File: config.mk
export PLATFORM = sky130hd
export DESIGN_NAME = loadStoreUnit
export DESIGN_NICKNAME = d
export VERILOG_FILES = /design/src/hw/memPkg.sv /design/src/hw/loadStoreUnit.sv
export SDC_FILE = /design/constraint.sdc
export NUM_CORES = 1
export LEC_CHECK = 0
export BUFFER_PORTS_ARGS = -buffer_cell sky130_fd_sc_hd__clkbuf_2
export CORE_MARGIN = 2
export CORE_UTILIZATION = 46
export DETAILED_ROUTE_END_ITERATION = 10
export GPL_TIMING_DRIVEN = 0
export HOLD_SLACK_MARGIN = 0.1
export PLACE_DENSITY = 0.93
export SLEW_MARGIN = 30
export SYNTH_ARGS = -nofsm -noshare
export SYNTH_HDL_FRONTEND = slang
export SYNTH_SLANG_ARGS = --single-unit
File: constraint.sdc
create_clock -name clk -period 6.15 [get_ports clk]
set_clock_uncertainty 0.15 [all_clocks]
set_input_delay 0.3075 -clock clk [delete_from_list [all_inputs] [get_ports clk]]
set_output_delay 0.3075 -clock clk [all_outputs]
set_load 0.1 [all_outputs]
File: src/hw/memPkg.sv
`default_nettype none

package memPkg;

    localparam int AddrWidth = 32;
    // RAM index bits, upper address bits are ignored
    localparam int RamAddrBits = 12;
    localparam int InstStep = 4;

    typedef enum logic [1:0] {
        SizeByte = 2'd0,
        SizeHalf = 2'd1,
        SizeWord = 2'd2
    } size_e;

    typedef enum logic [1:0] {
        Idle      = 2'd0,
        ReadInst  = 2'd1,
        ReadData  = 2'd2,
        WriteData = 2'd3
    } arbState_e;

    typedef enum logic [2:0] {
        LB  = 3'd0,
        LH  = 3'd1,
        LW  = 3'd2,
        LBU = 3'd3,
        LHU = 3'd4,
        SB  = 3'd5,
        SH  = 3'd6,
        SW  = 3'd7
    } lsuOp_e;

    typedef struct packed {
        logic [AddrWidth-1:0] addr;
        logic [31:0]          wdata;
        size_e                size;
        logic                 write;
    } dataReq_t;

    typedef struct packed {
        logic [AddrWidth-1:0] addr;
        logic [7:0]           wdata;
        logic                 write;
    } ramPort_t;

    typedef struct packed {
        lsuOp_e               op;
        logic [AddrWidth-1:0] addr;
        logic [31:0]          wdata;
    } lsuCmd_t;

endpackage

`default_nettype wire

File: src/hw/loadStoreUnit.sv
`timescale 1ns/1ps
`default_nettype none

module loadStoreUnit (
    input  wire logic             clk,
    input  wire logic             rst,
    input  wire logic             lsuCmdValid,
    input  wire memPkg::lsuCmd_t  lsuCmd,
    output logic                  lsuCmdReady,
    output logic                  dataReq,
    output memPkg::dataReq_t      dataReqInfo,
    input  wire logic             dataDone,
    input  wire logic [31:0]      dataRdata,
    output logic                  lsuRespValid,
    output logic [31:0]           lsuRespData
);

    memPkg::lsuOp_e op;
    memPkg::size_e  cmdSize;
    logic           cmdWrite;
    logic           accept;
    logic [31:0]    loadData;

    always_comb begin
        case (lsuCmd.op)
            memPkg::LB, memPkg::LBU, memPkg::SB: cmdSize = memPkg::SizeByte;
            memPkg::LH, memPkg::LHU, memPkg::SH: cmdSize = memPkg::SizeHalf;
            default:                             cmdSize = memPkg::SizeWord;
        endcase
        cmdWrite = lsuCmd.op inside {memPkg::SB, memPkg::SH, memPkg::SW};
    end

    // one command at a time, busy until its done
    assign lsuCmdReady = !dataReq;
    assign accept = lsuCmdValid && lsuCmdReady;

    always_comb begin
        case (op)
            memPkg::LB:  loadData = {{24{dataRdata[7]}}, dataRdata[7:0]};
            memPkg::LH:  loadData = {{16{dataRdata[15]}}, dataRdata[15:0]};
            memPkg::LBU: loadData = {24'd0, dataRdata[7:0]};
            memPkg::LHU: loadData = {16'd0, dataRdata[15:0]};
            default:     loadData = dataRdata;
        endcase
    end

    always_ff @(posedge clk) begin
        if (rst) begin
            dataReq      <= 1'b0;
            lsuRespValid <= 1'b0;
        end else begin
            // stores complete silently
            lsuRespValid <= dataDone && !dataReqInfo.write;
            if (dataDone) begin
                dataReq <= 1'b0;
            end else if (accept) begin
                dataReq <= 1'b1;
            end
        end
    end

    always_ff @(posedge clk) begin
        if (accept) begin
            op <= lsuCmd.op;
            dataReqInfo <= '{
                addr:  lsuCmd.addr,
                wdata: lsuCmd.wdata,
                size:  cmdSize,
                write: cmdWrite
            };
        end
        if (dataDone) begin
            lsuRespData <= loadData;
        end
    end

endmodule

`default_nettype wire

==> metrics.md <==
| Metric | Value |
|---|---|
| Crit Path Category | `flop to primary output` |
| Buffers plus inverters on the worst setup path | `1` |
| Hold-fix buffers, CTS | `between 90 and 100` |
| Max-slew violations | `0` |
| Syn_nets | `283` |
| RePlAce Congestion | `between 0.7 and 0.8` |
| Hold Vio Cnt, Final | `0` |
| First-pass GRT wire length | `between 15 and 20 mm` |
| Antenna Violating Nets Remaining | `0` |
| Clk pwr share | `24.6%` |
| Die ar. | `between 8000 and 9000 um2` |
| Pwr Total | `1.80 mW` |
| Die Span Y | `a little over 90 um` |
| Worst path slowest cell | `clkbuf_2` |
| Final HPWL DP | `between 6 and 7 mm` |
| Number of distinct library cells after synthesis | `22` |
| Worst slew pin tran | `0.825 ns` |
| Critical Path Source | `dataReq` |
| Clock sink count | `104` |
| Sw Ratio | `36.8%` |
| Area added between synthesis and finish | `68.5%` |
| Slew HR | `approximately 45%` |
| Sequential share of the synthesized area | `87.9%` |
| GRT overflow | `0` |
| CTS Root Cell | `clkbuf_8` |
| DP Area | `4750 um2` |
| Comb power frac | `28.1%` |
| Final period utilization | `28.7%` |
| CP endpoint kind | `primary output` |
| Post-layout net count | `600` |
| Syn_area_per_cell | `19.6 um2` |
| WP data arrival | `about 1.3 ns` |
| Synthesized cell area | `about 3500 um2` |
| Avg WL per Cell | `19.3 um` |
| Area contributors post-synth | `edfxtp_1 87%, nand2_1 4.1%, a211o_2 1.7%` |
| Most frequent cells in the layout | `204 x clkbuf_2, 102 x edfxtp_1, 99 x dlygate4sd3_1` |
| Drt via density | `4.86` |
| CTS H-tree lvls | `3` |
| R2r worst-path depth | `3` |
| Post-CTS sizing | `0` |
| All-Layer GR Usage | `between 20% and 30%` |
| Critical-path cell list | `clkbuf_2` |
| Initial antenna violation count | `1` |
| Core Region | `between 7000 and 8000 um2` |
| Setup TNS | `0 ns` |
| Width of the die | `91.6 um` |
| Status | `complete, no violations` |
| Num rows | `31` |
| CTS Buf Count | `9` |
| Simple-Gate Fraction of Synth Area | `7.02%` |
| Setup bufs post-CTS | `0` |
| DR pass1 iterations | `5` |
| PwrDens | `between 300 and 400 nW/um2` |
| Clk pin slew, worst setup/hold paths | `about 0.10 ns` |
| Leak pwr | `2.70 nW` |
| Largest family of logic cells by synthesized area | `simple AND/OR/NAND/NOR gates` |
| Synth area leader | `edfxtp_1` |
| Highest clock rate | `0.567 GHz` |
| Worst reg2reg setup slack | `~4.4 ns` |
| Crit-path max cell delay | `roughly 0.52 ns` |
| Largest net degree at the start of global routing | `35` |
| Worst-Skew Late Latency | `about 0.36 ns` |
| Max-cap violation count | `0` |
| Initial Util | `48.1%` |
| Synthesis warning total | `0` |
| Worst Hold Depth | `2` |
| Final setup violation count | `0` |
| RSZ-0062 raised after global routing | `false` |
| Post-Syn Instances | `180` |
| Crit path time final | `1.76 ns` |
| Critical path's top delay family | `buffers and inverters` |
| Worst vdd ir | `225 uV` |
| Commonest non-fill, non-tap cell in the layout | `clkbuf_2` |
| Final wirelength | `11.6 mm` |
| Synth Area in XOR/XNOR | `0%` |
| 1st-iter DRT viols | `150` |
| Synth Register Bits | `104` |
| RR Startpoint | `dataReq` |
| DRC | `0` |
| Flop pwr share | `47.3%` |
| Crit Reg-Reg Endpoint | `dataReqInfo[63]` |
| Post-route cell area | `5950 um2` |
| Post-synthesis mux area share | `less than 1%` |
| Int Pwr | `about 1.1 mW` |
| Synth Area in Adders | `0%` |
| Complex-gate fraction of the synthesized area | `3.48%` |
| Fraction of layout cells with a size suffix above 1 | `47.6%` |
| Synth top area share | `around 87%` |
| CTS Buffer Depth | `2` |
| Startpoint type of the worst setup path | `flop` |
| Port Buf Inserts | `between 200 and 250` |
| Crit-path max FO | `4` |
| Via count | `slightly below 3k` |
| Net Sw Power | `0.662 mW` |
| I/O pin total | `205` |
| HP Class | `input port to flop` |
| WP data required | `5.69 ns` |
| Vias in the first global route | `3,165` |
| Critical Path Stages | `1` |
| Final Hold Slack | `0.123 ns` |
| CP Capture Point | `dataReq` |
| CTS tree | `built` |
[Yosys cell counts]
| cell type | count |
|---|---|
| a211o_2 | 6 |
| o21a_1 | 1 |
| nor2b_1 | 1 |
| nor3_2 | 1 |
| buf_6 | 2 |
| o21ai_0 | 1 |
| mux2_4 | 1 |
| a211o_4 | 1 |
| nand2b_2 | 1 |
| dfxtp_1 | 2 |
| nand2b_1 | 2 |
| a21o_4 | 1 |
| nand2_1 | 39 |
| a211o_1 | 2 |
| edfxtp_1 | 102 |
| nor3b_1 | 1 |
| nand2_4 | 1 |
| inv_1 | 2 |
| nor3_1 | 1 |
| and3_1 | 1 |
| nor2_1 | 9 |
| buf_2 | 2 |
[metrics by stage]
step,setup WS [ns],cells,util (%)
after floorplan,1.60,180,-
after CTS,4.36,601,81.1
after global routing,4.31,602,81.1
final,4.39,602,81.1
after detailed placement,4.37,486,64.8
after global placement,1.08,483,63.7
[worst register-to-register path, delay by kind of cell (launching register included)]
family,cells,cell delay [ns]
simple gates,1,0.48
flops,1,0.37
buf+inv,2,0.43
[cell families after synthesis]
logic type             count (synthesis)
multiplexers                           1
AND/OR/NAND/NOR                       57
flip-flops                           104
buffers and inverters                  6
AO/OA/AOI/OAI                         12
[sequential cells by signal (all words and copies together) (netlist names)]
signal,cells
dataReq,1
dataReqInfo,67
lsuRespValid,1
lsuRespData,32
op,3
[how the worst min path moves through the flow]
stage | slack (ns) | to | start
floorplan | 0.23 | lsuRespValid | rst
global placement | 0.30 | lsuRespValid | dataReqInfo[0]
detailed placement | 0.30 | lsuRespValid | dataReqInfo[0]
CTS | 0.10 | lsuRespData[12] | dataRdata[12]
global route | 0.12 | lsuRespData[12] | dataRdata[12]
finish | 0.12 | lsuRespData[12] | dataRdata[12]
[layer usage]
layer / vias up / track usage, % / share of wire [%]
li1: 1304 / - / -
met2: 212 / 49.7 / 52
met1: 1384 / 29.9 / 35
met4: 0 / 11.0 / 2.6
met5: - / 0 / 0
met3: 27 / 10.9 / 11
[final cells by class]
| cell class | count | area, um2 |
|---|---|---|
| Fill cell | 390 | 1380 |
| Clock inverter | 6 | 75.1 |
| Tap cell | 99 | 124 |
| Buffer | 4 | 32.5 |
| Timing Repair Buffer | 306 | 2080 |
| Multi-Input combinational cell | 70 | 393 |
| Clock buffer | 10 | 128 |
| Sequential cell | 104 | 3100 |
| Antenna cell | 1 | 2.50 |
| Inverter | 2 | 7.51 |
[power by group through the flow]
| stage | Sequential, mW | Clock, mW | Combinational [mW] |
|---|---|---|---|
| finish | 0.852 | 0.443 | 0.505 |
| global route | 0.854 | 0.472 | 0.518 |
| CTS | 0.848 | 0.437 | 0.497 |
| detailed placement | 0.864 | 0 | 0.446 |
| global placement | 0.864 | 0 | 0.433 |
| floorplan | 1.18 | 0 | 0.0362 |
(Power assumes the default switching activity.)
