`src/hw/memPkg.sv`:
```
`default_nettype none

package memPkg;

    localparam int AddrWidth = 32;
    // RAM index bits, upper address bits are ignored
    localparam int RamAddrBits = 12;
    localparam int InstStep = 4;

    typedef enum logic [1:0] {
        SizeByte = 2'd0,
        SizeHalf = 2'd1,
        SizeWord = 2'd2
    } size_e;

    typedef enum logic [1:0] {
        Idle      = 2'd0,
        ReadInst  = 2'd1,
        ReadData  = 2'd2,
        WriteData = 2'd3
    } arbState_e;

    typedef enum logic [2:0] {
        LB  = 3'd0,
        LH  = 3'd1,
        LW  = 3'd2,
        LBU = 3'd3,
        LHU = 3'd4,
        SB  = 3'd5,
        SH  = 3'd6,
        SW  = 3'd7
    } lsuOp_e;

    typedef struct packed {
        logic [AddrWidth-1:0] addr;
        logic [31:0]          wdata;
        size_e                size;
        logic                 write;
    } dataReq_t;

    typedef struct packed {
        logic [AddrWidth-1:0] addr;
        logic [7:0]           wdata;
        logic                 write;
    } ramPort_t;

    typedef struct packed {
        lsuOp_e               op;
        logic [AddrWidth-1:0] addr;
        logic [31:0]          wdata;
    } lsuCmd_t;

endpackage

`default_nettype wire

```
`src/hw/fetchUnit.sv`:
```
`timescale 1ns/1ps
`default_nettype none

module fetchUnit (
    input  wire logic                         clk,
    input  wire logic                         rst,
    input  wire logic                         redirectValid,
    input  wire logic [memPkg::AddrWidth-1:0] redirectPc,
    output logic                              fetchReq,
    output logic [memPkg::AddrWidth-1:0]      fetchAddr,
    input  wire logic                         fetchDone,
    input  wire logic [31:0]                  fetchInst,
    output logic                              instValid,
    output logic [31:0]                       instData,
    output logic [memPkg::AddrWidth-1:0]      instPc,
    input  wire logic                         instReady
);

    logic [memPkg::AddrWidth-1:0] pc;
    logic discard;
    logic consumed;
    logic canRequest;

    assign consumed = instValid && instReady;
    // buffer is empty again by the time the word lands
    assign canRequest = !fetchReq && (!instValid || consumed);

    always_ff @(posedge clk) begin
        if (rst) begin
            pc        <= '0;
            fetchReq  <= 1'b0;
            instValid <= 1'b0;
            discard   <= 1'b0;
        end else if (redirectValid) begin
            pc        <= redirectPc;
            instValid <= 1'b0;
            // in-flight fetch still has to finish its handshake
            fetchReq  <= fetchReq && !fetchDone;
            discard   <= fetchReq && !fetchDone;
        end else if (fetchDone) begin
            fetchReq  <= 1'b0;
            discard   <= 1'b0;
            instValid <= !discard;
            if (!discard) begin
                pc <= pc + memPkg::AddrWidth'(memPkg::InstStep);
            end
        end else begin
            if (consumed) begin
                instValid <= 1'b0;
            end
            if (canRequest) begin
                fetchReq <= 1'b1;
            end
        end
    end

    always_ff @(posedge clk) begin
        if (canRequest) begin
            fetchAddr <= pc;
        end
        if (fetchDone) begin
            instData <= fetchInst;
            instPc   <= fetchAddr;
        end
    end

endmodule

`default_nettype wire

```
`config.mk`:
```
export PLATFORM = sky130hd
export DESIGN_NAME = fetchUnit
export DESIGN_NICKNAME = d
export VERILOG_FILES = /design/src/hw/memPkg.sv /design/src/hw/fetchUnit.sv
export SDC_FILE = /design/constraint.sdc
export NUM_CORES = 1
export LEC_CHECK = 0
export BUFFER_PORTS_ARGS = -buffer_cell sky130_fd_sc_hd__buf_2
export CAP_MARGIN = 20
export CORE_MARGIN = 2
export CORE_UTILIZATION = 50
export CTS_CLUSTER_DIAMETER = 120
export CTS_CLUSTER_SIZE = 24
export DETAILED_ROUTE_END_ITERATION = 16
export PLACE_DENSITY = 0.8
export SLEW_MARGIN = 25
export SYNTH_ARGS = -nofsm -noshare
export SYNTH_HDL_FRONTEND = slang
export SYNTH_SLANG_ARGS = --single-unit
```
`constraint.sdc`:
```
create_clock -name clk -period 3.5 [get_ports clk]
set_input_delay 1.05 -clock clk [delete_from_list [all_inputs] [get_ports clk]]
set_output_delay 1.05 -clock clk [all_outputs]
set_load 0.05 [all_outputs]
```
==> results of run 1 <==
## placed cells by master, fill, tap and decap left out, drive strengths merged, types with 4 or more instances in the layout
cell type  instances
a2111oi            4
a211oi            11
a21oi              5
a311oi            12
and4               8
buf              170
clkbuf            17
clkinv             6
dfxtp             35
edfxtp            96
inv               14
nand2             19
nand3              7
nand4             15
nor2              28
nor2b              4
nor3              13
nor4               7
o21ai              5
or4                5
xnor2              7
xor2               4
## state kept, by name, indices dropped and copies added, names as in the netlist
name,cells
fetchAddr,32
instData,32
instPc,32
pc,32
discard,1
fetchReq,1
instValid,1
## power by group through the flow
stage / Clock [mW] / Sequential (mW) / Combinational (mW)
final: 1.75 / 1.89 / 0.609
after CTS: 1.78 / 1.89 / 0.612
after global routing: 1.84 / 1.90 / 0.638
after global placement: 0 / 1.91 / 0.602
after floorplan: 0 / 2.27 / 0.0805
after detailed placement: 0 / 1.92 / 0.610
## per-stage QoR
step,utilization (%),power [mW],instance area (um2)
detailed placement,62.43,2.529,5823
global placement,62.43,2.514,5823
CTS,68.77,4.280,6415
finish,68.84,4.246,6421
floorplan,-,2.347,4858
global route,68.84,4.384,6421
## metal layers
metal  wire, um  vias to the layer above
met5          0                        -
met4        243                        0
met3        932                       28
met2       5714                      215
met1       4333                     1670
li1           -                     1694
## logic make-up after synthesis
kind of cell | after synthesis | synth area share (%)
AOI/OAI and AO/OA | 53 | 8.344
xor gates and xnor gates | 11 | 1.983
DFF | 131 | 73.76
and+or+nand+nor | 117 | 12.93
adders and majority gates | 1 | 0.2575
buffers and inverters | 25 | 2.112
muxes | 3 | 0.6181
## final cells by class
class | instances | area [um2]
Sequential cell | 131 | 3583
Timing Repair Buffer | 170 | 860.8
Fill cell | 673 | 2907
Inverter | 10 | 37.54
Multi-Input combinational cell | 185 | 1186
Clock inverter | 14 | 177.7
Clock buffer | 17 | 414.1
Tap cell | 129 | 161.4
## how the worst max path moves through the flow
stage                         to  startpoint  slack (ps)  cells past startpoint
finish                  fetchReq    fetchReq        1170                      1
global route              pc[25]      pc[14]        1080                      4
CTS                       pc[25]      pc[14]        1100                      4
detailed placement        pc[17]   fetchDone         740                      5
global placement          pc[17]   fetchDone         790                      5
floorplan           fetchAddr[0]   instReady         620                      2
==> metrics, run 1 <==
sum of negative setup slack 0 ps; switching fraction of total power between 20 and 30%; Total Nets Final 585; clock network latency to the later pin of the worst-skew pair between 500 and 600 ps; main flop type after synthesis edfxtp_1; Post-synth top cells 96 x edfxtp_1, 35 x dfxtp_1, 28 x nor2_1; Routed Wire Length approximately 11 mm; minimum setup slack in the final design 1174 ps; clock tree from TritonCTS built; vias per cell ~5.5; portion of total power attributed to the clock network between 40% and 50%; global-route wire length before repair between 15 and 20 mm; hold_buf cts 0; shortest clock period the worst path allows after layout between 2000 and 2500 ps; Layout Area Growth over Synthesis 32.17%; number of I/O port buffers 166; number of nets in the synthesized netlist around 400; total die area ~11000 um2; Switching Power about 1.2 mW; row count 35; total count of max-transition violations in the final report 0; r2r endpoint pc[30]; Yosys warning total 0; setup slack of the most critical reg-to-reg path between 1000 and 1500 ps; post-detailed-route wirelength per cell approximately 17 um; number of gates resized after CTS 0; initial DRC count around 240; kind of end point of the critical path output port; worst-case setup slack after placement roughly 740 ps; number of buffers inserted to repair setup after CTS 0; run status finished, final reports clean; most area-consuming cells after synthesis edfxtp_1 59%, dfxtp_1 14%, nor2_1 2.2%; Ports ~170; register bit total from synthesis roughly 130; launch instance of the worst min-delay path pc[1]; worst slew pin tran just under 1000 ps; mean instance size in the synthesized netlist 14.25 um2; Post-Synthesis Cell Area 4858 um2; count of buffer and inverter cells on the critical path 1; endpoint with the worst hold slack fetchAddr[1]; share of total power in sequential cells 44.5%; routability cong. 0.7871; top achievable clock speed about 430 MHz; Seq/Total Area, Yosys between 70% and 80%; worst reg2reg path depth 4; die width approximately 100 um; Worst Hold Class flip-flop to flip-flop; largest net degree at the start of global routing 65; CP cell instances buf_2; share of the clock period used by the worst path 66.47%; highest-utilization routing layer at the global route stage met2; number of instances in the synthesized netlist about 340; detailed-router iteration count before antenna repair 7; share of post-route cells with drive strength above 1 39.66%; final instance count without filler cells ~660; number of enable-type register cells in the synthesized netlist 96; clock transition time at the flip-flop clock pins of the worst setup and hold paths about 60 ps; Post-route DRC 0; final setup skew ~7.3 ps; part of the total power dissipated in combinational logic 14.3%; Hold Slack around 430 ps; Hold Fails Final Rpt 0; number of clock buffers inserted by TritonCTS 17; top cell type's share of synthesized area 59.34%; number of buffers between clock root and the deepest sink 2; share of synthesized registers carrying an async set or reset 0%; routed via count approximately 3.6k; Inserted Diodes 0; kind of cell with the highest combined delay on the critical path flip-flops; Slew headroom 34.29%; number of instances on the worst hold path 0; placed wire-length estimate after detailed placement 7.617 mm; routing usage on met2 between 30% and 40%; startpoint type of the worst setup path flip-flop; number of global-route vias before repair about 3.4k; overall global routing resource usage between 20% and 30%; final-report setup violation count 0; reg-to-reg critical path startpoint pc[14]; dpl cells between 600 and 700; remaining number of nets flagged by the antenna check after routing 0; worst-path cell with the longest stage delay dfxtp_1; Synth area leader edfxtp_1; GRT Residual Overflow 0; number of H-tree branching levels 4; area of the core roughly 9300 um2; Max FO, Critical Path 4; kind of critical path flip-flop to output port; required time of the critical path 2450 ps; number of clock sinks between 100 and 150; overall die height 102.6 um; most numerous cell in the Yosys netlist edfxtp_1; Initial Utilization a little over half; ratio of total power to cell area between 600 and 700 nW/um2; antenna violations before repair 0; GR met3 Demand/Resource between 5 and 6%; internal power between 3 and 4 mW; Synth cell types ~40; data arrival at the endpoint of the critical path ~1300 ps; leakage power roughly 2.6 nW; RSZ-0062 raised after global routing false; largest stage delay on the critical path between 400 and 500 ps; max-capacitance violation count 0; maximum vdd ir drop 0.3068 mV; fraction of met1 tracks used by global routing between 20% and 30%; Root Buffer Master clkbuf_8
No activity file was read; power rests on OpenSTA's default activity.
==> inputs of run 2 (changes only) <==
--- a/config.mk
+++ b/config.mk
@@ -8,11 +8,11 @@
 export BUFFER_PORTS_ARGS = -buffer_cell sky130_fd_sc_hd__buf_2
 export CAP_MARGIN = 20
 export CORE_MARGIN = 2
-export CORE_UTILIZATION = 50
+export CORE_UTILIZATION = 45
 export CTS_CLUSTER_DIAMETER = 120
 export CTS_CLUSTER_SIZE = 24
 export DETAILED_ROUTE_END_ITERATION = 16
-export PLACE_DENSITY = 0.8
+export PLACE_DENSITY = 0.76
 export SLEW_MARGIN = 25
 export SYNTH_ARGS = -nofsm -noshare
 export SYNTH_HDL_FRONTEND = slang
==> constraint.sdc (replaced) <==
create_clock -name clk -period 2.02 [get_ports clk]
set_input_delay 0.606 -clock clk [delete_from_list [all_inputs] [get_ports clk]]
set_output_delay 0.606 -clock clk [all_outputs]
set_load 0.05 [all_outputs]
==> metrics, run 2 (synthesis gave the netlist of run 1 again) <==
count of buffer and inverter cells on the critical path 0; share of post-route cells with drive strength above 1 a little over two fifths; Total Nets Final ~620; GRT Residual Overflow 0; row count 37; initial DRC count approximately 240; final setup skew 20.07 ps; number of buffers between clock root and the deepest sink 2; number of H-tree branching levels 4; Ports 167; Max FO, Critical Path 4; overall die height roughly 110 um; most frequent cells in the layout 166 x buf_2, 96 x edfxtp_1, 35 x buf_4, 30 x dfxtp_1, 27 x nor2_1; share of the clock period used by the worst path between 90% and 100%; top achievable clock speed roughly 510 MHz; routed via count 3649; number of clock sinks 131; dpl cells approximately 660; Register Area 3590 um2; Inserted Diodes 0; Worst Hold Class primary input to flip-flop; area of combinational cells with multiple inputs approximately 1200 um2; number of global-route vias before repair ~3.4k; antenna violations before repair 1; CP cell instances nand4_1 > or4_4 > or4_1 > a311oi_2; routability cong. roughly 0.8; kind of critical path flip-flop to flip-flop; Filler Cell Count around 800; required time of the critical path roughly 2400 ps; leakage power about 2.7 nW; Layout Area Growth over Synthesis 35.77%; kind of cell with the highest combined delay on the critical path simple AND/OR/NAND/NOR gates; startpoint type of the worst setup path flip-flop; worst-case setup slack after placement -61.45 ps; overall global routing resource usage 19.31%; share of the core filled with cells around 63%; max-capacitance violation count 0; run status finished, final reports clean; vias per cell around 5.3; Slew headroom between 40% and 50%; area of the core ~10000 um2; number of I/O port buffers about 170; most common library cell in the layout ignoring fill and taps buf_2; clock transition time at the flip-flop clock pins of the worst setup and hold paths 50 ps; final-report setup violation count 0; setup slack of the most critical reg-to-reg path between 60 and 70 ps; post-detailed-route wirelength per cell 16.33 um; overall power about 7 mW; ratio of total power to cell area just over 1000 nW/um2; Post-route DRC 0; detailed-router iteration count before antenna repair 5; Hold Fails Final Rpt 0; total count of max-transition violations in the final report 0; die width approximately 110 um; final instance count without filler cells around 690; number of buffers inserted to repair setup after CTS 0; placed wire-length estimate after detailed placement between 8 and 9 mm; number of clock buffers inserted by TritonCTS 17; Hold Slack 274.0 ps; kind of end point of the critical path flip-flop; Routed Wire Length roughly 11 mm; shortest clock period the worst path allows after layout ~2000 ps; worst-path cell with the longest stage delay or4_4; clock tree from TritonCTS built; hold_buf cts 0; final design instance area without fill approximately 6600 um2; worst slew pin tran 891.5 ps; remaining number of nets flagged by the antenna check after routing 0; number of gates resized after CTS 0; largest stage delay on the critical path roughly 540 ps; global-route wire length before repair roughly 17 mm; clock network latency to the later pin of the worst-skew pair 510 ps; placement-stage cell area a little over 6000 um2; data arrival at the endpoint of the critical path approximately 2400 ps; minimum setup slack in the final design about 70 ps; Root Buffer Master clkbuf_8; sum of negative setup slack 0 ps; total die area 11640 um2; Initial Utilization between 40 and 50%; largest net degree at the start of global routing 56; maximum vdd ir drop 0.6003 mV
==> run 2: worst paths after layout <==
path,startpoint,end,depth (start not counted)
worst max-delay path,pc[8],pc[17],4
worst min-delay path,fetchInst[3],instData[3],1
worst min register to register,fetchAddr[8],instPc[8],0
worst max register to register,pc[8],pc[17],4
==> run 2: per-layer routing <==
layer  routed length (um)  GRT usage [%]  vias up
li1                     -              -     1760
met1                 4711          23.74     1701
met2                 5597          31.99      176
met3                  888          6.416       10
met4                  104          6.777        2
met5                   13              0        -
==> run 2: worst register-to-register path, delay by kind of cell, from the launching register on <==
| family | cells | cell delay, ps |
|---|---|---|
| flip-flops | 1 | 360 |
| AO/OA/AOI/OAI | 1 | 270 |
| AND/OR/NAND/NOR | 3 | 1230 |
==> run 2: where the power goes <==
group          internal [mW]  switching (mW)  total, mW
combinational          0.261           0.858       1.12
clock                   1.46           0.990       2.45
sequential              3.15           0.107       3.25
==> run 2: area by class of cell <==
class                   count  share of cell area, %
well taps                 136                  2.580
flip-flops and latches    131                  54.42
clock buffers              21                  6.506
multi-input cells         185                  18.42
clock inverters             8                 0.6259
repair buffers            202                  16.88
inverters                  10                 0.5690
