### src/hw/memPkg.sv
`default_nettype none

package memPkg;

    localparam int AddrWidth = 32;
    // RAM index bits, upper address bits are ignored
    localparam int RamAddrBits = 12;
    localparam int InstStep = 4;

    typedef enum logic [1:0] {
        SizeByte = 2'd0,
        SizeHalf = 2'd1,
        SizeWord = 2'd2
    } size_e;

    typedef enum logic [1:0] {
        Idle      = 2'd0,
        ReadInst  = 2'd1,
        ReadData  = 2'd2,
        WriteData = 2'd3
    } arbState_e;

    typedef enum logic [2:0] {
        LB  = 3'd0,
        LH  = 3'd1,
        LW  = 3'd2,
        LBU = 3'd3,
        LHU = 3'd4,
        SB  = 3'd5,
        SH  = 3'd6,
        SW  = 3'd7
    } lsuOp_e;

    typedef struct packed {
        logic [AddrWidth-1:0] addr;
        logic [31:0]          wdata;
        size_e                size;
        logic                 write;
    } dataReq_t;

    typedef struct packed {
        logic [AddrWidth-1:0] addr;
        logic [7:0]           wdata;
        logic                 write;
    } ramPort_t;

    typedef struct packed {
        lsuOp_e               op;
        logic [AddrWidth-1:0] addr;
        logic [31:0]          wdata;
    } lsuCmd_t;

endpackage

`default_nettype wire

### src/hw/memArbiter.sv
`timescale 1ns/1ps
`default_nettype none

module memArbiter (
    input  wire logic                          clk,
    input  wire logic                          rst,
    input  wire logic                          ioBufferFull,
    input  wire logic                          fetchReq,
    input  wire logic [memPkg::AddrWidth-1:0]  fetchAddr,
    output logic                               fetchDone,
    output logic [31:0]                        fetchInst,
    input  wire logic                          dataReq,
    input  wire memPkg::dataReq_t              dataReqInfo,
    output logic                               dataDone,
    output logic [31:0]                        dataRdata,
    output memPkg::ramPort_t                   ram,
    input  wire logic [7:0]                    ramRdata
);

    memPkg::arbState_e state;
    memPkg::dataReq_t  cur;
    logic [2:0]        cnt;
    logic [2:0]        numBytes;
    logic              pend;
    logic [1:0]        capIdx;
    logic [31:0]       word;
    logic              reading;
    logic              issuing;
    logic              lastWrite;
    logic              readDone;
    logic              finish;
    logic              accept;

    always_comb begin
        case (cur.size)
            memPkg::SizeByte: numBytes = 3'd1;
            memPkg::SizeHalf: numBytes = 3'd2;
            default:          numBytes = 3'd4;
        endcase
    end

    assign reading = state == memPkg::ReadInst || state == memPkg::ReadData;
    // a byte address goes out this cycle
    assign issuing = reading && cnt != numBytes;
    assign lastWrite = state == memPkg::WriteData && cnt == numBytes - 3'd1;
    assign readDone = reading && cnt == numBytes;
    assign finish = !ioBufferFull && (lastWrite || readDone);

    // no new grant while a done pulse is still out, the client drops its request next cycle
    assign accept = state == memPkg::Idle && !ioBufferFull && !fetchDone && !dataDone
        && (dataReq || fetchReq);

    // byte returned now belongs to the previous counter value
    assign capIdx = cnt[1:0] - 2'd1;

    always_comb begin
        ram.addr  = cur.addr + memPkg::AddrWidth'(cnt);
        ram.wdata = cur.wdata[{cnt[1:0], 3'b000} +: 8];
        ram.write = state == memPkg::WriteData && !ioBufferFull;
    end

    always_ff @(posedge clk) begin
        if (rst) begin
            state     <= memPkg::Idle;
            cnt       <= 3'd0;
            pend      <= 1'b0;
            fetchDone <= 1'b0;
            dataDone  <= 1'b0;
        end else begin
            fetchDone <= finish && state == memPkg::ReadInst;
            dataDone  <= finish && state != memPkg::ReadInst;
            // frozen issues are not captured, the same byte goes out again
            pend <= issuing && !ioBufferFull;
            if (accept) begin
                cnt <= 3'd0;
                if (dataReq) begin
                    state <= dataReqInfo.write ? memPkg::WriteData : memPkg::ReadData;
                end else begin
                    state <= memPkg::ReadInst;
                end
            end else if (finish) begin
                state <= memPkg::Idle;
            end else if (!ioBufferFull && (issuing || state == memPkg::WriteData)) begin
                cnt <= cnt + 3'd1;
            end
        end
    end

    // latched request and assembled read word
    always_ff @(posedge clk) begin
        if (accept) begin
            word <= '0;
            if (dataReq) begin
                cur <= dataReqInfo;
            end else begin
                cur <= '{
                    addr:  fetchAddr,
                    wdata: 32'd0,
                    size:  memPkg::SizeWord,
                    write: 1'b0
                };
            end
        end else if (pend) begin
            word[{capIdx, 3'b000} +: 8] <= ramRdata;
        end
    end

    // little-endian, upper bytes stay zero for short reads
    assign fetchInst = word;
    assign dataRdata = word;

endmodule

`default_nettype wire

### config.mk
export PLATFORM = sky130hd
export DESIGN_NAME = memArbiter
export DESIGN_NICKNAME = d
export VERILOG_FILES = /design/src/hw/memPkg.sv /design/src/hw/memArbiter.sv
export SDC_FILE = /design/constraint.sdc
export NUM_CORES = 1
export LEC_CHECK = 0
export ABC_AREA = 1
export BUFFER_PORTS_ARGS = -buffer_cell sky130_fd_sc_hd__buf_4
export CAP_MARGIN = 20
export CORE_MARGIN = 4
export CORE_UTILIZATION = 30
export CTS_BUF_LIST = sky130_fd_sc_hd__clkbuf_16
export CTS_CLUSTER_DIAMETER = 80
export DETAILED_ROUTE_END_ITERATION = 10
export SKIP_CTS_REPAIR_TIMING = 1
export SLEW_MARGIN = 20
export SYNTH_ARGS = -nofsm -noshare
export SYNTH_HDL_FRONTEND = slang
export SYNTH_SLANG_ARGS = --single-unit
### constraint.sdc
create_clock -name clk -period 2.5 [get_ports clk]
set_input_delay 0.25 -clock clk [delete_from_list [all_inputs] [get_ports clk]]
set_output_delay 0.25 -clock clk [all_outputs]
set_load 0.05 [all_outputs]
==> results of run 1 <==
-- worst max-delay path, delay by kind of cell (launching register included) --
family                     cells  cell delay [ns]
xor gates and xnor gates       1             0.19
DFF                            1             0.42
and+or+nand+nor                5             0.67
buffers and inverters          1             0.23
adders and majority gates      1             0.34
-- cell usage after synthesis (2+ instances only) --
| cell type | count | area share, % |
|---|---|---|
| nand3_2 | 4 | 0.68 |
| buf_1 | 4 | 0.26 |
| inv_2 | 6 | 0.38 |
| o22ai_1 | 8 | 0.85 |
| a21oi_1 | 39 | 3.3 |
| buf_2 | 6 | 0.51 |
| nor2_2 | 4 | 0.43 |
| nand3_1 | 27 | 2.3 |
| nand2_2 | 7 | 0.75 |
| xor2_1 | 20 | 3.0 |
| nand4_1 | 6 | 0.64 |
| nor2_1 | 38 | 2.4 |
| ha_1 | 13 | 2.8 |
| inv_1 | 70 | 4.5 |
| dfxtp_1 | 40 | 14 |
| nor3_1 | 5 | 0.43 |
| nor3_2 | 10 | 1.7 |
| o21ai_0 | 25 | 2.1 |
| xnor2_1 | 10 | 1.5 |
| nand3b_1 | 2 | 0.26 |
| nor2_4 | 7 | 1.3 |
| edfxtp_1 | 66 | 34 |
| clkbuf_1 | 10 | 0.64 |
| nand2_1 | 245 | 16 |
| buf_4 | 32 | 4.1 |
-- state kept, by name, indices dropped and copies added (netlist names) --
name	count
dataDone	1
dataRdata	32
fetchDone	1
state	2
cur	66
cnt	3
pend	1
-- logic make-up (layout without fill, tap and decap cells) --
kind of cell,after synthesis,in the layout,share of synthesized area (%)
buffers and inverters,130,327,10.5
AND/OR/NAND/NOR,361,361,28.0
flip-flops,106,106,47.4
adder cells (fa/ha/maj),14,14,3.11
XOR/XNOR,30,30,4.48
AO/OA/AOI/OAI,73,73,6.46
-- placed cells by master (no fill, tap or decap), types with 2 or more instances in the layout --
cell and instances:
buf_12 3, o21ai_0 25, nand3_2 3, dfxtp_1 39
clkbuf_16 9, a21oi_1 38, nand3_1 25, nor3_4 2
o22ai_1 8, ha_1 11, nand2_2 9, clkinv_4 2
nor3_2 9, nor3_1 5, nand2_1 242, inv_6 3
inv_2 6, buf_4 230, ha_4 2, edfxtp_1 66
nand3_4 4, nor2_4 8, nand4_1 6, nor2_1 38
nand3b_1 2, inv_1 71, nor2_2 3, xnor2_1 10
xor2_1 19
-- report_power, final --
part | internal (mW) | switching, mW | total, mW | leakage, nW
sequential | 1.99 | 0.0763 | 2.06 | 0.957
clock | 0.695 | 0.689 | 1.38 | 0.144
combinational | 0.369 | 0.704 | 1.07 | 2.72
total | 3.05 | 1.47 | 4.52 | 3.82
-- layer usage --
metal / vias up / global-route usage [%] / wire length (um) / part of all wire [%]
met5: - / 0 / 0 / 0
met3: 23 / 3.40 / 1010 / 5.9
met2: 154 / 23.8 / 7940 / 47
met4: 0 / 4.99 / 375 / 2.2
met1: 2279 / 20.1 / 7730 / 45
li1: 2638 / - / - / -
-- path summary, 6_finish.rpt --
kind	startpoint	to	depth (start not counted)
min reg2reg	dataRdata[31]	dataRdata[31]	2
max	cur[37]	ram[32]	8
min	rst	state[0]	2
max reg2reg	cnt[0]	dataRdata[17]	6
-- per-stage QoR --
step / setup TNS [ns] / cells / power (mW)
finish: 0 / 1171 / 4.52
global route: -0.179 / 1171 / 4.74
CTS: -0.545 / 1162 / 4.55
detailed placement: 0 / 1146 / 3.16
global placement: 0 / 1146 / 3.16
floorplan: 0 / 714 / 2.75
-- area by class of cell --
type                    instances  area share, %
clock inverters                 7          0.730
well taps                     260           4.04
repair buffers                234           22.3
inverters                      77           3.61
clock buffers                   9           2.80
multi-input cells             478           31.9
flip-flops and latches        106           34.6
==> results.toml, run 1 <==
[placed_design]
place_ws_ns = 0.242
io_buffers = 218
routabilityCongestion = 0.888
dp.final_hpwl_um = 12700
placed_area_um2 = 7590

[job]
drv_cap = 0

[setup_path]
crit_top_cell = "nand3_4"
crit_required_ns = 2.25
worstPathMaxFanout = 5
crit_chain = "ha_4 > nand2_2 > nand3_4 > nand3_4 > nor2_4 > nand3b_1 > xnor2_1 > buf_4"
cp.arrival_ns = 2.20
worstSetupPathType = "flip-flop to output pin"
endpoint_kind = "output pin"
reg2reg_slack_ns = 0.44
start_kind = "flip-flop"
cp_slowest_cell = "edfxtp_1"
crit_path_max_incr_delay_ns = 0.42

[logic_synthesis]
synth.distinct_cells = 35
ys_seq_area_share_pct = 47.4
synth_edf_count = 66
synth_ff_type = "edfxtp_1"
synth.cell_area_um2 = 5870
synthCells = 714
synth_area_per_cell_um2 = 8.22
async_flop_share_pct = 0
yosys_warnings = 0
synthesis.nets = 840
ys_ff_latch = 106

[global_routing]
grt_pass1_wl_um = 25800
overflow = 0
antenna_found_initial = 0
grt_max_degree = 49
grtUsageTotal_pct = 14.9
grt_pass1_vias = 4858

[sta]
rsz0062_at_grt = "true"
setup_slack_ns = 0.0495
slew_viol_final = 0
worst_pin_slew_ns = 0.621
period_minus_slack_ns = 2.45
finalHoldViolCount = 0
whs_ns = 0.0781
clock.fmax_mhz = 408
slew_headroom_pct = 58.6
fin_skew_ns = 0.00826
setup_viol = 0
post-route-period-util_pct = 98.0

[layout]
n_fill_cell = 1928
layout-drive-gt1-share_pct = 33.6
fin_util_pct = 42.5
area_growth_pct = 37.2
n_antenna_cell = 0
stdcell_area_um2 = 8050
seqCellArea_um2 = 2780
fin_nets = 1032
multi_input_area_um2 = 2570

[run_status]
outcome = "complete, no violations"

[clock_network]
numCtsBuffers = 9
cts_max_level = 3
cts.clk_slew.worst_paths_ns = 0.08
clock_path_buffers = 2
cts_tree = "yes"
cts_root_buf = "clkbuf_16"
cts.sinks = 106
clock_latency_ns = 0.35

[drt]
postRouteAntennaNets = 0
wl_per_cell_um = 14.6
firstDrtPassIters = 4
drc = 0
viasPerCell = 4.35
routed_wl_um = 17100
drt_iter0_drc = 233
vias = 5094

[die]
die_x_um = 148
die_h_um = 148
rows = 50
start_util_pct = 30.9
dieArea_um2 = 21900
boundaryPins = 219
coreArea_um2 = 19000

[pwr]
p_leak_nw = 3.82
ir_worst_vdd_uv = 314
pwr_density_cell_nw_per_um2 = 561

[hold_path]
hold_path.class = "input port to flip-flop"
Note: power is estimated with default switching activity, not from simulation.
==> inputs of run 2 (changes only) <==
- HOLD_SLACK_MARGIN: default -> 0.1
- RECOVER_POWER: default -> 25
- clock period: 2.5 -> 3.2 ns (I/O delays scaled with it)
==> results.toml, run 2 (synthesis results as in run 1) <==
[setup_path]
crit_required_ns = 2.88
worstPathMaxFanout = 5
worstSetupPathType = "flip-flop to output pin"
start_kind = "flip-flop"
crit_chain = "ha_1 > fa_1 > a21oi_1 > nor2_4 > nand3_2 > nor2_2 > nand2_1 > xor2_1 > buf_4"
cp.arrival_ns = 2.35
cp_slowest_cell = "fa_1"
cp_num_buf_inv = 1
crit_path_max_incr_delay_ns = 0.41
endpoint_kind = "output pin"
worst_path_dominant_cell_family = "adder cells"

[layout]
regMostFlops = "cur"
final_common_cell = "nand2_1"
layout-drive-gt1-share_pct = 27.6
n_antenna_cell = 0
area_growth_pct = 31.3
largest_register_ffs = 66
fin_nets = 1023
layout_common_cells = "245 x nand2_1, 186 x buf_4, 71 x inv_1, 66 x edfxtp_1, 40 x dfxtp_1"

[drt]
drt_iter0_drc = 231
firstDrtPassIters = 4
wl_per_cell_um = 14.7
drc = 0
vias = 5094
routed_wl_um = 17100
postRouteAntennaNets = 0
viasPerCell = 4.38

[clock_network]
cts_root_buf = "clkbuf_16"
clock_latency_ns = 0.35
cts_max_level = 3
numCtsBuffers = 9
cts.sinks = 106
clock_path_buffers = 2
cts_tree = "yes"
cts.clk_slew.worst_paths_ns = 0.07

[die]
boundaryPins = 219
die_h_um = 148
rows = 50
dieArea_um2 = 21900
start_util_pct = 30.9
coreArea_um2 = 19000
die_x_um = 148

[sta]
whs_ns = 0.160
slew_headroom_pct = 9.38
post-route-period-util_pct = 83.4
clock.fmax_mhz = 375
period_minus_slack_ns = 2.67
worst_pin_slew_ns = 1.36
setup_viol = 0
setup_tns_ns = 0
slew_viol_final = 0
fin_skew_ns = 0.0111
rsz0062_at_grt = "false"
finalHoldViolCount = 0

[job]
drv_cap = 0

[pwr]
ir_worst_vdd_uv = 233
p_leak_nw = 3.58
pwr_density_cell_nw_per_um2 = 452

[global_routing]
grt_pass1_wl_um = 26200
grt_max_degree = 68
grtUsageTotal_pct = 15.1
antenna_found_initial = 0
grt_pass1_vias = 4773
overflow = 0

[run_status]
outcome = "complete, no violations"

[hold_path]
hold_path.class = "input port to flip-flop"

[placed_design]
routabilityCongestion = 0.841
io_buffers = 218
dp.final_hpwl_um = 13000
==> run 2: power breakdown <==
part           total, mW  internal [mW]  switching, mW
clock               1.06          0.536          0.523
sequential          1.61           1.55         0.0581
combinational      0.810          0.267          0.544
total               3.48           2.35           1.13
==> run 2: through the flow <==
stage | setup slack [ns] | cells | power (mW) | util [%] | cell area, um2
final | 0.532 | 1162 | 3.48 | 40.6 | 7700
after global routing | 0.371 | 1162 | 3.66 | 40.6 | 7700
after CTS | 0.502 | 1162 | 3.54 | 41.4 | 7850
after detailed placement | 0.904 | 1146 | 2.47 | 39.9 | 7570
after global placement | 0.912 | 1146 | 2.47 | 39.9 | 7570
after floorplan | 0.608 | 714 | 2.15 | - | 5870
==> run 2: metal layers <==
metal	GRT usage [%]	up-vias	wire, um
met5	0	-	0
met4	1.99	0	100
met3	3.99	8	1000
met2	24.4	129	8060
met1	20.9	2345	7890
li1	-	2612	-
==> run 2: worst paths after layout <==
check                from           end  slack (ns)  cells after the start
max               cur[35]       ram[39]        0.53                      9
min                   rst      state[1]        0.16                      2
max reg2reg      state[0]       cur[32]        1.12                      7
min reg2reg  dataRdata[1]  dataRdata[1]        0.48                      2
==> run 2: area by class of cell <==
type                       instances  area, um2
clock inverter                     7       53.8
inverter                          77        290
timing repair buffer             225       1560
tap                              260        325
fill                            2023      11300
sequential                       106       2780
multi-input combinational        478       2470
clock buffer                       9        225
==> inputs of run 3 (changes only) <==
- clock period: 3.2 -> 2.45 ns (I/O delays scaled with it)
==> results.toml, run 3 (synthesis results as in run 1) <==
[placed_design]
dp.final_hpwl_um = 12900
routabilityCongestion = 0.840
io_buffers = 218

[layout]
fin_nets = 1031
largest_register_ffs = 66
n_fill_cell = 1958
area_growth_pct = 35.8
n_antenna_cell = 0
regMostFlops = "cur"
layout-drive-gt1-share_pct = 30.5
final_common_cell = "nand2_1"
layout_common_cells = "239 x nand2_1, 189 x buf_4, 71 x inv_1, 66 x edfxtp_1, 40 x dfxtp_1"

[sta]
worst_pin_slew_ns = 0.925
whs_ns = 0.143
rsz0062_at_grt = "true"
fin_skew_ns = 0.00834
finalHoldViolCount = 0
setup_viol = 3
clock.fmax_mhz = 402
slew_viol_final = 0
setup_slack_ns = -0.0400
period_minus_slack_ns = 2.49
post-route-period-util_pct = 102
slew_headroom_pct = 38.3
setup_tns_ns = -0.0546

[die]
boundaryPins = 219
coreArea_um2 = 19000
dieArea_um2 = 21900
rows = 50
start_util_pct = 30.9
die_h_um = 148
die_x_um = 148

[drt]
postRouteAntennaNets = 0
vias = 5151
drc = 0
viasPerCell = 4.40
routed_wl_um = 17200
firstDrtPassIters = 4
wl_per_cell_um = 14.7
drt_iter0_drc = 288

[setup_path]
worstPathMaxFanout = 6
reg2reg_slack_ns = 0.36
r2r_end = "dataRdata[27]"
critPathCapture = "ram[36]"
r2r_cells = 6
worstSetupPathType = "flip-flop to output pin"
crit_path_max_incr_delay_ns = 0.42
crit_required_ns = 2.20
cp.arrival_ns = 2.25
endpoint_kind = "output pin"
worst_path_dominant_cell_family = "simple AND/OR/NAND/NOR gates"
cp_slowest_cell = "edfxtp_1"
r2r-start = "cnt[0]"
start_kind = "flip-flop"
cp_num_buf_inv = 1
crit_start = "cur[37]"
crit_chain = "ha_4 > nand2_2 > nand3_4 > nand3_4 > nor3_4 > nand2_2 > xor2_2 > buf_6"
path_depth = 8

[pwr]
p_leak_nw = 3.69
ir_worst_vdd_uv = 348
power.total_mw = 4.66
pwr_density_cell_nw_per_um2 = 585

[global_routing]
grtUsageMet2_pct = 23.7
grt_pass1_wl_um = 25900
grt_pass1_vias = 4768
grtUsageMet1_pct = 20.4
top_usage_layer = "met2"
antenna_found_initial = 0
overflow = 0
grtUsageTotal_pct = 15.1
grt_max_degree = 49
grt_use_met3_pct = 3.31

[clock_network]
numCtsBuffers = 9
clock_path_buffers = 2
cts.clk_slew.worst_paths_ns = 0.07
clock_latency_ns = 0.36
cts_root_buf = "clkbuf_16"
cts_tree = "yes"
cts_max_level = 3
cts.sinks = 106

[run_status]
outcome = "complete, but fails checks"
violations = "negative setup slack"

[hold_path]
hold_path.class = "input port to flip-flop"
hp-start = "dataReqInfo[22]"

[job]
drv_cap = 0
==> run 3: how the worst min path moves through the flow <==
| stage | slack, ns | depth (start not counted) | endpoint |
|---|---|---|---|
| floorplan | 0.31 | 1 | state[0] |
| detailed placement | 0.44 | 2 | state[0] |
| global route | 0.13 | 3 | cur[15] |
| finish | 0.14 | 3 | cur[22] |
| CTS | 0.05 | 2 | state[0] |
| global placement | 0.43 | 2 | state[0] |
==> run 3: worst register-to-register path: stages (launching register included) <==
cell and delay (ns):
dfxtp_1 0.38, buf_4 0.31, inv_2 0.07, ha_1 0.48, nor3_2 0.51, nand2_1 0.11, a21oi_1 0.16
==> run 3: metrics by stage <==
step / instance area [um2] / cells / setup WS, ns / util (%)
finish: 7970 / 1170 / -0.0400 / 42.0
global route: 7970 / 1170 / -0.110 / 42.0
CTS: 7900 / 1162 / -0.202 / 41.7
detailed placement: 7600 / 1146 / 0.204 / 40.1
global placement: 7600 / 1146 / 0.230 / 40.1
floorplan: 5890 / 714 / 0.00127 / -
==> run 3: area by class of cell <==
type / instances / area [um2] / area share (%)
multi-input combinational: 478 / 2600 / 32.7
clock buffer: 10 / 250 / 3.14
timing repair buffer: 233 / 1670 / 20.9
clock inverter: 6 / 46.3 / 0.581
inverter: 77 / 290 / 3.64
sequential: 106 / 2780 / 34.9
tap: 260 / 325 / 4.08
==> run 3: report_power, final <==
group          switching, mW  internal (mW)  leakage [nW]  total [mW]
logic                  0.722          0.368          2.59        1.09
clock network          0.699          0.764         0.147        1.46
registers             0.0786           2.03         0.957        2.10
total                   1.50           3.16          3.69        4.66
==> run 3: metal layers <==
metal,up-vias,part of all wire (%)
li1,2635,-
met1,2366,46
met2,132,47
met3,18,5.2
met4,0,2.1
met5,-,0
